**config.mk**
```make
export PLATFORM = sky130hd
export DESIGN_NAME = cv_controller_top
export DESIGN_NICKNAME = d
export VERILOG_FILES = /design/src/common/ps2_key_pkg.sv /design/src/common/cv_ctrl_pkg.sv /design/src/hdl/ps2_key_tracker.sv /design/src/hdl/joystick_sync.sv /design/src/hdl/cv_keypad_encoder.sv /design/src/hdl/cv_controller_top.sv
export VERILOG_INCLUDE_DIRS = /design/src /design/src/common
export SDC_FILE = /design/constraint.sdc
export NUM_CORES = 1
export LEC_CHECK = 0
export BUFFER_PORTS_ARGS = -buffer_cell sky130_fd_sc_hd__buf_4
export CAP_MARGIN = 30
export CORE_UTILIZATION = 55
export CTS_BUF_LIST = sky130_fd_sc_hd__clkbuf_16
export CTS_CLUSTER_DIAMETER = 40
export DETAILED_ROUTE_END_ITERATION = 7
export MAX_ROUTING_LAYER = met4
export PLACE_DENSITY = 0.81
export SYNTH_ARGS = -nofsm -noshare
export SYNTH_HDL_FRONTEND = slang
export SYNTH_HIERARCHICAL = 1
export SYNTH_SLANG_ARGS = --single-unit
```
**constraint.sdc**
```tcl
create_clock -name clk_sys -period 5.43 [get_ports clk_sys]
set_input_delay 0.2715 -clock clk_sys [delete_from_list [all_inputs] [get_ports clk_sys]]
set_output_delay 0.2715 -clock clk_sys [all_outputs]
set_load 0.02 [all_outputs]
```
**src/common/cv_input_params.svh**
```systemverilog
`ifndef CV_INPUT_PARAMS_SVH
`define CV_INPUT_PARAMS_SVH

// console controller ports
`define CV_NUM_PORTS 2

// board joystick word
`define CV_JOY_BITS 8

// keys 0-9, star, number, pt, bt, four directions, fire, arm
`define CV_KEYPAD_BITS 20

`define CV_SYNC_STAGES 2

`endif

```
**src/common/ps2_key_pkg.sv**
```systemverilog
`default_nettype none

package ps2_key_pkg;

	// event word from the I/O controller
	localparam int unsigned ps2_word_bits_c   = 11;
	localparam int unsigned ps2_toggle_bit_c  = 10;
	localparam int unsigned ps2_pressed_bit_c = 9;
	localparam int unsigned ps2_ext_bit_c     = 8;
	localparam int unsigned ps2_code_msb_c    = 7;
	localparam int unsigned ps2_code_lsb_c    = 0;

	localparam logic [7:0] ps2_sc_up_c     = 8'h75;
	localparam logic [7:0] ps2_sc_down_c   = 8'h72;
	localparam logic [7:0] ps2_sc_left_c   = 8'h6b;
	localparam logic [7:0] ps2_sc_right_c  = 8'h74;

	localparam logic [7:0] ps2_sc_0_c      = 8'h45; // number row
	localparam logic [7:0] ps2_sc_1_c      = 8'h16;
	localparam logic [7:0] ps2_sc_2_c      = 8'h1e;
	localparam logic [7:0] ps2_sc_3_c      = 8'h26;
	localparam logic [7:0] ps2_sc_4_c      = 8'h25;
	localparam logic [7:0] ps2_sc_5_c      = 8'h2e;
	localparam logic [7:0] ps2_sc_6_c      = 8'h36;
	localparam logic [7:0] ps2_sc_7_c      = 8'h3d;
	localparam logic [7:0] ps2_sc_8_c      = 8'h3e;
	localparam logic [7:0] ps2_sc_9_c      = 8'h46;

	// letter block laid out like the keypad
	localparam logic [7:0] ps2_sc_0_alt_c  = 8'h22; // x
	localparam logic [7:0] ps2_sc_4_alt_c  = 8'h15; // q
	localparam logic [7:0] ps2_sc_5_alt_c  = 8'h1d; // w
	localparam logic [7:0] ps2_sc_6_alt_c  = 8'h24; // e
	localparam logic [7:0] ps2_sc_7_alt_c  = 8'h1c; // a
	localparam logic [7:0] ps2_sc_8_alt_c  = 8'h1b; // s
	localparam logic [7:0] ps2_sc_9_alt_c  = 8'h23; // d
	localparam logic [7:0] ps2_sc_star_c   = 8'h1a; // z
	localparam logic [7:0] ps2_sc_number_c = 8'h21; // c

	localparam logic [7:0] ps2_sc_pt_l_c   = 8'h1f; // left gui
	localparam logic [7:0] ps2_sc_pt_r_c   = 8'h27; // right gui
	localparam logic [7:0] ps2_sc_bt_c     = 8'h11; // alt
	localparam logic [7:0] ps2_sc_fire_c   = 8'h14; // ctrl
	localparam logic [7:0] ps2_sc_arm_l_c  = 8'h12; // left shift
	localparam logic [7:0] ps2_sc_arm_r_c  = 8'h59; // right shift

endpackage

`default_nettype wire

```
**src/common/cv_ctrl_pkg.sv**
```systemverilog
`default_nettype none

`include "cv_input_params.svh"

package cv_ctrl_pkg;

	typedef logic [`CV_KEYPAD_BITS-1:0] keypad_vec_t;
	typedef logic [`CV_KEYPAD_BITS-1:0] key_state_t; // same layout as keypad_vec_t

	// keypad vector positions, keys 0-9 sit at their own index
	localparam int unsigned kp_key_0_c  = 0;
	localparam int unsigned kp_star_c   = 10;
	localparam int unsigned kp_number_c = 11;
	localparam int unsigned kp_pt_c     = 12;
	localparam int unsigned kp_bt_c     = 13;
	localparam int unsigned kp_up_c     = 14;
	localparam int unsigned kp_down_c   = 15;
	localparam int unsigned kp_left_c   = 16;
	localparam int unsigned kp_right_c  = 17;
	localparam int unsigned kp_fire_c   = 18;
	localparam int unsigned kp_arm_c    = 19;

	// board joystick bits
	localparam int unsigned joy_right_c  = 0;
	localparam int unsigned joy_left_c   = 1;
	localparam int unsigned joy_down_c   = 2;
	localparam int unsigned joy_up_c     = 3;
	localparam int unsigned joy_fire_c   = 4;
	localparam int unsigned joy_arm_c    = 5;
	localparam int unsigned joy_star_c   = 6;
	localparam int unsigned joy_number_c = 7;

	// codes the console reads on the data lines
	localparam logic [3:0] cv_key_0_c      = 4'b0011;
	localparam logic [3:0] cv_key_1_c      = 4'b1110;
	localparam logic [3:0] cv_key_2_c      = 4'b1101;
	localparam logic [3:0] cv_key_3_c      = 4'b0110;
	localparam logic [3:0] cv_key_4_c      = 4'b0001;
	localparam logic [3:0] cv_key_5_c      = 4'b1001;
	localparam logic [3:0] cv_key_6_c      = 4'b0111;
	localparam logic [3:0] cv_key_7_c      = 4'b1100;
	localparam logic [3:0] cv_key_8_c      = 4'b1000;
	localparam logic [3:0] cv_key_9_c      = 4'b1011;
	localparam logic [3:0] cv_key_star_c   = 4'b1010;
	localparam logic [3:0] cv_key_number_c = 4'b0101;
	localparam logic [3:0] cv_key_pt_c     = 4'b0100;
	localparam logic [3:0] cv_key_bt_c     = 4'b0010;
	localparam logic [3:0] cv_key_none_c   = 4'b1111;

endpackage

`default_nettype wire

```
**src/hdl/ps2_key_tracker.sv**
```systemverilog
`timescale 1ns/1ps
`default_nettype none

module ps2_key_tracker
	import ps2_key_pkg::*;
	import cv_ctrl_pkg::*;
(
	input  wire                       clk_sys,
	input  wire                       arst_n_i,
	input  wire [ps2_word_bits_c-1:0] ps2_key_i,
	output key_state_t                key_state_o
);

	logic [ps2_word_bits_c-1:0] ps2_word_q;
	logic                       toggle_prev_q;
	key_state_t                 key_state_q;

	logic        new_event;
	logic        ps2_pressed;
	logic        ps2_ext;
	logic [7:0]  ps2_code;
	logic        key_hit;
	int unsigned key_idx;

	assign new_event   = ps2_word_q[ps2_toggle_bit_c] != toggle_prev_q;
	assign ps2_pressed = ps2_word_q[ps2_pressed_bit_c];
	assign ps2_ext     = ps2_word_q[ps2_ext_bit_c];
	assign ps2_code    = ps2_word_q[ps2_code_msb_c:ps2_code_lsb_c];

	always_comb begin
		key_hit = 1'b1;
		key_idx = kp_key_0_c;
		case (ps2_code)
			ps2_sc_0_c, ps2_sc_0_alt_c: key_idx = kp_key_0_c;
			ps2_sc_1_c:                 key_idx = kp_key_0_c + 1;
			ps2_sc_2_c:                 key_idx = kp_key_0_c + 2;
			ps2_sc_3_c:                 key_idx = kp_key_0_c + 3;
			ps2_sc_4_c, ps2_sc_4_alt_c: key_idx = kp_key_0_c + 4;
			ps2_sc_5_c, ps2_sc_5_alt_c: key_idx = kp_key_0_c + 5;
			ps2_sc_6_c, ps2_sc_6_alt_c: key_idx = kp_key_0_c + 6;
			ps2_sc_7_c, ps2_sc_7_alt_c: key_idx = kp_key_0_c + 7;
			ps2_sc_8_c, ps2_sc_8_alt_c: key_idx = kp_key_0_c + 8;
			ps2_sc_9_c, ps2_sc_9_alt_c: key_idx = kp_key_0_c + 9;
			ps2_sc_star_c:              key_idx = kp_star_c;
			ps2_sc_number_c:            key_idx = kp_number_c;
			ps2_sc_pt_l_c, ps2_sc_pt_r_c: key_idx = kp_pt_c;
			ps2_sc_bt_c:                key_idx = kp_bt_c;
			ps2_sc_up_c:                key_idx = kp_up_c;
			ps2_sc_down_c:              key_idx = kp_down_c;
			ps2_sc_left_c:              key_idx = kp_left_c;
			ps2_sc_right_c:             key_idx = kp_right_c;
			ps2_sc_fire_c:              key_idx = kp_fire_c;
			ps2_sc_arm_l_c, ps2_sc_arm_r_c: begin
				key_idx = kp_arm_c;
				key_hit = ~ps2_ext; // E0 12 is a fake shift from the cursor block
			end
			default: key_hit = 1'b0;
		endcase
	end

	always_ff @(posedge clk_sys or negedge arst_n_i) begin
		if (!arst_n_i) begin
			ps2_word_q    <= '0;
			toggle_prev_q <= 1'b0;
			key_state_q   <= '0;
		end else begin
			ps2_word_q    <= ps2_key_i;
			toggle_prev_q <= ps2_word_q[ps2_toggle_bit_c];
			if (new_event && key_hit) begin
				key_state_q[key_idx] <= ps2_pressed; // make sets, break clears
			end
		end
	end

	assign key_state_o = key_state_q;

endmodule

`default_nettype wire

```
**src/hdl/joystick_sync.sv**
```systemverilog
`timescale 1ns/1ps
`default_nettype none

`include "cv_input_params.svh"

module joystick_sync (
	input  wire                    clk_sys,
	input  wire                    arst_n_i,
	input  wire [`CV_JOY_BITS-1:0] joy_a_i,
	input  wire [`CV_JOY_BITS-1:0] joy_b_i,
	input  wire                    swap_joy_i,
	output logic [`CV_JOY_BITS-1:0] joy_main_o,
	output logic [`CV_JOY_BITS-1:0] joy_aux_o
);

	logic [`CV_SYNC_STAGES-1:0][`CV_JOY_BITS-1:0] joy_a_q;
	logic [`CV_SYNC_STAGES-1:0][`CV_JOY_BITS-1:0] joy_b_q;
	logic [`CV_SYNC_STAGES-1:0]                   swap_q; // kept aligned with the data

	always_ff @(posedge clk_sys or negedge arst_n_i) begin
		if (!arst_n_i) begin
			joy_a_q <= '0;
			joy_b_q <= '0;
			swap_q  <= '0;
		end else begin
			joy_a_q <= {joy_a_q[`CV_SYNC_STAGES-2:0], joy_a_i};
			joy_b_q <= {joy_b_q[`CV_SYNC_STAGES-2:0], joy_b_i};
			swap_q  <= {swap_q[`CV_SYNC_STAGES-2:0], swap_joy_i};
		end
	end

	always_comb begin
		joy_main_o = joy_a_q[`CV_SYNC_STAGES-1];
		joy_aux_o  = joy_b_q[`CV_SYNC_STAGES-1];
		if (swap_q[`CV_SYNC_STAGES-1]) begin
			joy_main_o = joy_b_q[`CV_SYNC_STAGES-1];
			joy_aux_o  = joy_a_q[`CV_SYNC_STAGES-1];
		end
	end

endmodule

`default_nettype wire

```
**src/hdl/cv_keypad_encoder.sv**
```systemverilog
`timescale 1ns/1ps
`default_nettype none

`include "cv_input_params.svh"

module cv_keypad_encoder
	import cv_ctrl_pkg::*;
(
	input  wire  key_state_t             key_state_i,
	input  wire  [`CV_JOY_BITS-1:0]      joy_main_i,
	input  wire  [`CV_JOY_BITS-1:0]      joy_aux_i,
	input  wire  [`CV_NUM_PORTS-1:0]     keypad_strobe_n_i,
	input  wire  [`CV_NUM_PORTS-1:0]     joy_strobe_n_i,
	output logic [4*`CV_NUM_PORTS-1:0]   ctrl_data_n_o,
	output logic [`CV_NUM_PORTS-1:0]     ctrl_fire_n_o
);

	// place a board joystick word at its keypad vector positions
	function automatic keypad_vec_t joy_to_vec(input logic [`CV_JOY_BITS-1:0] joy);
		keypad_vec_t v;
		v = '0;
		v[kp_right_c]  = joy[joy_right_c];
		v[kp_left_c]   = joy[joy_left_c];
		v[kp_down_c]   = joy[joy_down_c];
		v[kp_up_c]     = joy[joy_up_c];
		v[kp_fire_c]   = joy[joy_fire_c];
		v[kp_arm_c]    = joy[joy_arm_c];
		v[kp_star_c]   = joy[joy_star_c];
		v[kp_number_c] = joy[joy_number_c];
		return v;
	endfunction

	// lowest set index wins
	function automatic logic [3:0] keypad_code(input keypad_vec_t v);
		logic [3:0] code;
		if      (v[kp_key_0_c])     code = cv_key_0_c;
		else if (v[kp_key_0_c + 1]) code = cv_key_1_c;
		else if (v[kp_key_0_c + 2]) code = cv_key_2_c;
		else if (v[kp_key_0_c + 3]) code = cv_key_3_c;
		else if (v[kp_key_0_c + 4]) code = cv_key_4_c;
		else if (v[kp_key_0_c + 5]) code = cv_key_5_c;
		else if (v[kp_key_0_c + 6]) code = cv_key_6_c;
		else if (v[kp_key_0_c + 7]) code = cv_key_7_c;
		else if (v[kp_key_0_c + 8]) code = cv_key_8_c;
		else if (v[kp_key_0_c + 9]) code = cv_key_9_c;
		else if (v[kp_star_c])      code = cv_key_star_c;
		else if (v[kp_number_c])    code = cv_key_number_c;
		else if (v[kp_pt_c])        code = cv_key_pt_c;
		else if (v[kp_bt_c])        code = cv_key_bt_c;
		else                        code = cv_key_none_c;
		return code;
	endfunction

	keypad_vec_t kp_vec [`CV_NUM_PORTS];

	assign kp_vec[0] = key_state_i | joy_to_vec(joy_main_i); // keyboard shares port 0
	assign kp_vec[1] = joy_to_vec(joy_aux_i);

	for (genvar p = 0; p < `CV_NUM_PORTS; p++) begin : g_port
		logic [3:0] kp_nib;
		logic [3:0] joy_nib;
		logic       kp_fire_n;
		logic       joy_fire_n;

		always_comb begin
			kp_nib     = 4'b1111;
			kp_fire_n  = 1'b1;
			joy_nib    = 4'b1111;
			joy_fire_n = 1'b1;
			if (!keypad_strobe_n_i[p]) begin
				kp_nib    = keypad_code(kp_vec[p]);
				kp_fire_n = ~kp_vec[p][kp_arm_c];
			end
			if (!joy_strobe_n_i[p]) begin
				joy_nib    = ~{kp_vec[p][kp_right_c], kp_vec[p][kp_left_c],
					kp_vec[p][kp_down_c], kp_vec[p][kp_up_c]};
				joy_fire_n = ~kp_vec[p][kp_fire_c];
			end
		end

		assign ctrl_data_n_o[4*p +: 4] = kp_nib & joy_nib;
		assign ctrl_fire_n_o[p]        = kp_fire_n & joy_fire_n;
	end

endmodule

`default_nettype wire

```
**src/hdl/cv_controller_top.sv**
```systemverilog
`timescale 1ns/1ps
`default_nettype none

`include "cv_input_params.svh"

module cv_controller_top
	import cv_ctrl_pkg::*;
(
	input  wire                        clk_sys,
	input  wire                        arst_n_i,
	input  wire  [10:0]                ps2_key_i,
	input  wire  [`CV_JOY_BITS-1:0]    joy_a_i,
	input  wire  [`CV_JOY_BITS-1:0]    joy_b_i,
	input  wire                        swap_joy_i,
	input  wire  [`CV_NUM_PORTS-1:0]   keypad_strobe_n_i,
	input  wire  [`CV_NUM_PORTS-1:0]   joy_strobe_n_i,
	output logic [4*`CV_NUM_PORTS-1:0] ctrl_data_n_o,
	output logic [`CV_NUM_PORTS-1:0]   ctrl_fire_n_o
);

	key_state_t              key_state;
	logic [`CV_JOY_BITS-1:0] joy_main; // feeds port 0 with the keyboard
	logic [`CV_JOY_BITS-1:0] joy_aux;

	ps2_key_tracker ps2_key_tracker_inst (
		.clk_sys     (clk_sys),
		.arst_n_i    (arst_n_i),
		.ps2_key_i   (ps2_key_i),
		.key_state_o (key_state)
	);

	joystick_sync joystick_sync_inst (
		.clk_sys    (clk_sys),
		.arst_n_i   (arst_n_i),
		.joy_a_i    (joy_a_i),
		.joy_b_i    (joy_b_i),
		.swap_joy_i (swap_joy_i),
		.joy_main_o (joy_main),
		.joy_aux_o  (joy_aux)
	);

	cv_keypad_encoder cv_keypad_encoder_inst (
		.key_state_i       (key_state),
		.joy_main_i        (joy_main),
		.joy_aux_i         (joy_aux),
		.keypad_strobe_n_i (keypad_strobe_n_i),
		.joy_strobe_n_i    (joy_strobe_n_i),
		.ctrl_data_n_o     (ctrl_data_n_o),
		.ctrl_fire_n_o     (ctrl_fire_n_o)
	);

endmodule

`default_nettype wire

```
=== Word level (Yosys, flattened, before mapping) ===
Cells that the tools add are included.

* Bitwise gates (word level): 12
* Equal/unequal tests: 30
* Reductions and logical operators: 11
* Multipliers: 0
* $lt $le $gt $ge: 2
* Shift-type cells: 0
* Div/mod/pow operators: 0
* Add/subtract/negate cells: 0
* Muxes and demuxes: 31

{| class="wikitable"
|+ Operators with widths
! kind !! number
|-
| 5-bit one-hot mux with 19 select lines || 1
|-
| 8-bit by 5-bit equality test with 1-bit output (second input constant) || 11
|-
| 8-bit by 6-bit equality test with 1-bit output (second input constant) || 11
|-
| 4-bit two-way mux || 20
|-
| 8-bit by 7-bit equality test with 1-bit output (second input constant) || 7
|-
| 27-bit OR reduction || 1
|-
| 20-bit bitwise mux || 1
|-
| 20-bit bitwise OR || 1
|-
| 8-bit two-way mux || 2
|-
| 2-bit OR reduction || 8
|-
| 4-bit AND || 2
|-
| 4-bit NOT || 2
|-
| 5-bit by 6-bit less-than comparator with 1-bit output (second input constant) || 1
|-
| 1-bit demux with 5-bit select || 1
|-
| 5-bit by 1-bit >= comparator with 1-bit output (second input constant) || 1
|-
| 1-bit two-way mux || 5
|-
| 1-bit NOT || 5
|-
| 1-bit AND || 2
|-
| 1-bit logical AND || 2
|-
| 1-bit one-hot mux with 2 select lines || 1
|-
| 1-bit inequality test || 1
|}

* Memories: 0
* Latch bits: 0
* Register bits: 66
* Memory bits (read-only): 0
* Word-level logic and storage cells: 94
* Memory bits (writable): 0

=== Depth between registers and ports, before layout ===
* Depth in word-level cells: 18
* Gate-level depth with buffers: 10
* Mapped depth without buffers: 7

=== Modules after synthesis ===
The synthesis kept the hierarchy.

{| class="wikitable"
|+ By module, submodules not included
! module !! times used !! area an instance (um^2) !! cells each
|-
| ps2_key_tracker || 1 || 1926.8 || 177
|-
| joystick_sync || 1 || 1099.8 || 52
|-
| cv_keypad_encoder || 1 || 285.3 || 51
|}

=== Worst setup path after synthesis ===
No wires, ideal clock.

* Path type: register to register
* Start point: reg ps2_key_tracker_inst.ps2_word_q[4]
* End point: reg ps2_key_tracker_inst.key_state_q[3] (netlist: ps2_key_tracker_inst/key_state_o[3])
* Setup time: 0.128 ns
* Arrival time: 2.575 ns
* Buffers on the path: 1
* Cell stages (with the launch flop): 9
* Path slack: 2.728 ns
* Cell sequence: dfrtp_1 or4b_1 a2111o_1 nand3_1 and4b_1 buf_6 or3b_4 nor3_2 mux2_1

* Word-level cells in the longest chain between the ends: 8
* Elaborated cells between the ends (all ways): 47

{| class="wikitable"
|+ Ends and longest elaborated chain
! item !! RTL line !! text
|-
| start: declaration || ps2_key_tracker.sv:14 || <nowiki>logic [ps2_word_bits_c-1:0] ps2_word_q;</nowiki>
|-
| start signal: assignment || ps2_key_tracker.sv:67 || <nowiki>ps2_word_q <= ps2_key_i;</nowiki>
|-
| 8-bit by 5-bit equality test with 1-bit output (tied with other cells) || ps2_key_tracker.sv:33 || <nowiki>case (ps2_code)</nowiki>
|-
| 2-bit OR reduction || ps2_key_tracker.sv:33 ||
|-
| 5-bit one-hot mux with 19 select lines || ps2_key_tracker.sv:33 ||
|-
| 5-bit by 6-bit less-than comparator with 1-bit output (not written as such) or 5-bit by 1-bit >= comparator with 1-bit output (tied branches) || ps2_key_tracker.sv:70 || <nowiki>key_state_q[key_idx] <= ps2_pressed;</nowiki>
|-
| 1-bit logical AND (not written as such) || ps2_key_tracker.sv:70 ||
|-
| 1-bit two-way mux (not written as such) || ps2_key_tracker.sv:70 ||
|-
| 1-bit demux with 5-bit select || -- ||
|-
| 20-bit bitwise mux || ps2_key_tracker.sv:70 ||
|-
| end signal: indexed assignment || ps2_key_tracker.sv:70 ||
|-
| end: declaration || ps2_key_tracker.sv:16 || <nowiki>key_state_t key_state_q;</nowiki>
|}

Several ways; a longest one is shown, not always the timed one.
A chain may end at the register's enable or synchronous reset.

=== Final worst setup path ===
* Start point: reg joystick_sync_inst.swap_q[1]
* End point: out ctrl_data_n_o[0]

* Elaborated cells between the ends (all ways): 18

{| class="wikitable"
|+ RTL lines
! item !! RTL line !! text
|-
| start: declaration || joystick_sync.sv:18 || <nowiki>logic [`CV_SYNC_STAGES-1:0] swap_q;</nowiki>
|-
| start signal: assignment || joystick_sync.sv:28 || <nowiki>swap_q <= {swap_q[`CV_SYNC_STAGES-2:0], swap_joy_i};</nowiki>
|-
| 8-bit two-way mux || joystick_sync.sv:35 || <nowiki>if (swap_q[`CV_SYNC_STAGES-1]) begin</nowiki>
|-
| net joy_main[6] || cv_controller_top.sv:22 || <nowiki>logic [`CV_JOY_BITS-1:0] joy_main;</nowiki>
|-
| 20-bit bitwise OR || cv_keypad_encoder.sv:56 || <nowiki>assign kp_vec[0] = key_state_i | joy_to_vec(joy_main_i);</nowiki>
|-
| 4-bit two-way mux || cv_keypad_encoder.sv:46 || <nowiki>else if (v[kp_star_c]) code = cv_key_star_c;</nowiki>
|-
| 4-bit two-way mux || cv_keypad_encoder.sv:45 || <nowiki>else if (v[kp_key_0_c + 9]) code = cv_key_9_c;</nowiki>
|-
| 4-bit two-way mux || cv_keypad_encoder.sv:44 || <nowiki>else if (v[kp_key_0_c + 8]) code = cv_key_8_c;</nowiki>
|-
| 4-bit two-way mux || cv_keypad_encoder.sv:43 || <nowiki>else if (v[kp_key_0_c + 7]) code = cv_key_7_c;</nowiki>
|-
| 4-bit two-way mux || cv_keypad_encoder.sv:42 || <nowiki>else if (v[kp_key_0_c + 6]) code = cv_key_6_c;</nowiki>
|-
| 4-bit two-way mux || cv_keypad_encoder.sv:41 || <nowiki>else if (v[kp_key_0_c + 5]) code = cv_key_5_c;</nowiki>
|-
| 4-bit two-way mux || cv_keypad_encoder.sv:40 || <nowiki>else if (v[kp_key_0_c + 4]) code = cv_key_4_c;</nowiki>
|-
| 4-bit two-way mux || cv_keypad_encoder.sv:39 || <nowiki>else if (v[kp_key_0_c + 3]) code = cv_key_3_c;</nowiki>
|-
| 4-bit two-way mux || cv_keypad_encoder.sv:38 || <nowiki>else if (v[kp_key_0_c + 2]) code = cv_key_2_c;</nowiki>
|-
| 4-bit two-way mux || cv_keypad_encoder.sv:37 || <nowiki>else if (v[kp_key_0_c + 1]) code = cv_key_1_c;</nowiki>
|-
| 4-bit two-way mux || cv_keypad_encoder.sv:36 || <nowiki>if (v[kp_key_0_c]) code = cv_key_0_c;</nowiki>
|-
| 4-bit two-way mux || cv_keypad_encoder.sv:70 || <nowiki>if (!keypad_strobe_n_i[p]) begin</nowiki>
|-
| 4-bit AND || cv_keypad_encoder.sv:81 || <nowiki>assign ctrl_data_n_o[4*p +: 4] = kp_nib & joy_nib;</nowiki>
|-
| end: declaration || cv_controller_top.sv:17 || <nowiki>output logic [4*`CV_NUM_PORTS-1:0] ctrl_data_n_o,</nowiki>
|}

The timed path passes the listed nets, and every way through them passes these cells.

==> out/summary.txt <==
Result of the run = finished, final reports clean
Last weighted congestion value of the routability-driven placer = 0.864
Lkg Pwr = 1.74 nW
Deepest clock path buffer count = 2
Total Routing Usage GR = 26.1%
Drt via density = 6.20
Worst path cell trace = mux2_2 > nor2_1 > o31ai_1 > a2111oi_0 > o22a_1 > buf_4
Number of cells upsized or downsized after cts = 0
Tot Pwr = 1.37 mW
Initial detailed-routing violation count = 119
RSZ-0062 raised after global routing = false
# DRC = 0
Vias = 2455
Max_cap viols = 0
Top-area cell type share of the netlist area = 49.9%
Number of antenna violations at the first check in global routing = 0
1st-pass router iterations = 5
Buffers plus inverters on the worst setup path = 1
Worst-Margin Slew = 0.849 ns
Final-report setup violation count = 0
Tightest slew margin relative to the limit = 43.4%
CTS Hold Buffers Added = 0
Power density of the placed cells = 348 nW/um^2
Syn Area/Cell = 11.8 sq um
Largest area contributor in the netlist = dfrtp_1
Post-Syn Nets = 314
Crit path required time = 5.16 ns
Post-CTS Setup Repair Bufs = 0
TritonCTS buffer count = 9
Net count reported at finish = 353
Tcrit/Tclk final = 58.5%
Largest incremental delay on the critical path = 0.89 ns
DP Wirelength = 4870 um
Clock Sink Count = 66
Height of the die = 79.6 um
Max FO, Critical Path = 16
Global route total overflow = 0
Worst supply voltage drop on vdd = 0.000310 V
DP Area = 3620 sq um
Critical Path Sink Type = output pin
Cell depth of the worst flop-to-flop path = 7
Yosys synthesis warning count = 6
Cells taking the most area after synthesis = dfrtp_1, mux2_2, mux2_4, nor2_1, mux2_1
Area overhead of the layout relative to synthesis = 19.0%
Number of standard cells after synthesis = 280
Maximum number of pins on one net before global-route repair = 67
Final critical-path required period = 3.18 ns
Start point of the critical path = joystick_sync_inst/swap_q[1]
Fill cell instance count of the final layout = 402
Pre-CTS setup slack = 2.33 ns
Clock tree from TritonCTS = yes
Sequential cell area fraction in the yosys report = 49.9%
Cell Area, Synth = 3310 sq um
Minimum setup slack among reg-to-reg paths = 2.25 ns
Insertion delay of the later-clocked pin in the worst-skew pair = 0.33 ns
Die Width = 79.6 um
Worst reg2reg path endpoint = ps2_key_tracker_inst/key_state_o[3]
Worst min-delay path category = in2async
Number of diodes = 0
Yosys reg bits = 66
Wirelength per Cell = 18.1 um
Core Box Area = 5640 sq um
Initial standard-cell utilization of the core = 58.7%
Prevailing post-synth register cell = dfrtp_1
Peak clock frequency supported by timing = 315 MHz
Via count of the first global-routing pass = 2393
Arrival time of the worst setup path = 2.91 ns
Count of endpoints failing hold in the final timing report = 0
Total Routed Length = 7190 um
CP max stage cell = dfrtp_1
Floorplan die area = 6340 sq um
Fin area = 3940 sq um
Post-Route Setup TNS = 0 ns
Remaining antenna violation count = 0
Worst Clk Skew = 0.00771 ns
Port-buffer cells = 43
H-tree Lvls = 3
Fraction of layout instances using a drive strength above 1 = 32.7%
Worst setup slack after layout = 2.25 ns
Worst reg2reg path startpoint = ps2_key_tracker_inst/ps2_word_q[3]
Largest delay share family, worst path = compound AO/OA/AOI/OAI gates
Total number of placement rows = 27
Number of primary I/O pins = 44
Number of max-slew violations in the final report = 0
Kind of critical path = reg2out
Async S/R FF share, synth = 100%
Buffer cell driving the clock tree root = clkbuf_16
Post-synth cell types = 65
Worst setup SP type = flip-flop
Number of flops mapped to enable cells by yosys = 0
Clock slew at the register clock pins of the worst setup and hold paths = 0.05 ns
Global-route wire length before repair = 11700 um
-- synthesized netlist by cell type (all sizes together) (2+ instances only) --
library cell  number
a211oi             2
a21oi              6
a31oi              2
a41oi              2
and2b              2
buf               13
clkbuf             2
dfrtp             66
inv                5
mux2              37
nand2             12
nand2b            10
nand3              5
nand4              4
nand4b             2
nor2              21
nor2b              4
nor3              14
nor3b              3
nor4               7
nor4b              7
nor4bb             3
o211ai             2
o21ai             10
o22a               2
o22ai              2
o31ai              2
or3                2
or3b               2
or4b               7
xor2               3
-- state kept, by name, indices dropped and copies added (netlist names) --
register,count
ps2_key_tracker_inst/key_state_o,20
joystick_sync_inst/joy_b_q,16
joystick_sync_inst/joy_a_q,16
ps2_key_tracker_inst/ps2_word_q,11
joystick_sync_inst/swap_q,2
ps2_key_tracker_inst/toggle_prev_q,1
-- worst max path at each step --
| stage | to | slack, ns | cells past startpoint |
|---|---|---|---|
| after floorplan | ps2_key_tracker_inst/key_state_o[3] | 2.73 | 8 |
| after global placement | ps2_key_tracker_inst/key_state_o[1] | 2.33 | 7 |
| after detailed placement | ps2_key_tracker_inst/key_state_o[1] | 2.33 | 7 |
| after CTS | ps2_key_tracker_inst/key_state_o[1] | 2.29 | 7 |
| after global routing | ps2_key_tracker_inst/key_state_o[0] | 2.08 | 7 |
| final | ctrl_data_n_o[0] | 2.25 | 6 |
-- metal layers --
| layer | global-route usage (%) | share of wire (%) | wire length, um | vias to the layer above |
|---|---|---|---|---|
| li1 | - | - | - | 1133 |
| met4 | 14.4 | 3.0 | 212 | 0 |
| met2 | 37.4 | 47 | 3360 | 117 |
| met5 | - | 0 | 0 | - |
| met3 | 6.63 | 6.3 | 454 | 22 |
| met1 | 33.9 | 44 | 3160 | 1183 |
-- cells in the final DEF, fill, tap and decap left out, types with 3 or more instances in the layout --
cell type  synthesis  routed
a21oi_1            6       6
buf_4              3      43
clkbuf_16          0       9
dfrtp_1           66      66
inv_1              5       5
mux2_1             6       6
mux2_2            19      19
mux2_4            12      12
nand2_1           12      12
nand2b_1           8       8
nand3_1            5       5
nand4_1            4       4
nor2_1            21      21
nor2b_1            4       4
nor3_1            12      12
nor4_1             6       6
nor4b_1            6       6
nor4bb_1           3       3
o21ai_0            9       9
or4b_1             6       6
xor2_1             3       3
-- per-stage QoR --
stage	hold slack (ns)	utilization (%)	instances
after floorplan	-0.0241	-	280
after global placement	0.333	64.1	380
after detailed placement	0.335	64.1	380
after CTS	0.0324	69.9	396
after global routing	0.0296	69.9	396
final	0.0117	69.9	396
-- kinds of logic (layout without fill, tap and decap cells) --
group | after synthesis | count (layout) | share of synthesized area, %
muxes | 38 | 38 | 14.2
DFF | 66 | 66 | 49.9
xor gates and xnor gates | 3 | 3 | 0.793
and+or+nand+nor | 111 | 111 | 21.8
buffers and inverters | 20 | 64 | 3.82
AOI/OAI and AO/OA | 42 | 42 | 9.48
-- where the power goes --
part           internal (mW)  switching [mW]
clock                  0.405           0.212
sequential             0.527          0.0465
combinational         0.0937          0.0880
-- cell type report --
cell class                 count  area (sq um)  share of cell area, %
clock inverter                 7           100                   2.54
sequential                    66          1650                   41.9
multi-input combinational    194          1530                   38.9
clock buffer                   9           225                   5.71
inverter                       5          18.8                  0.476
tap                           72          90.1                   2.28
timing repair buffer          43           323                   8.19
(Power assumes the default switching activity.)
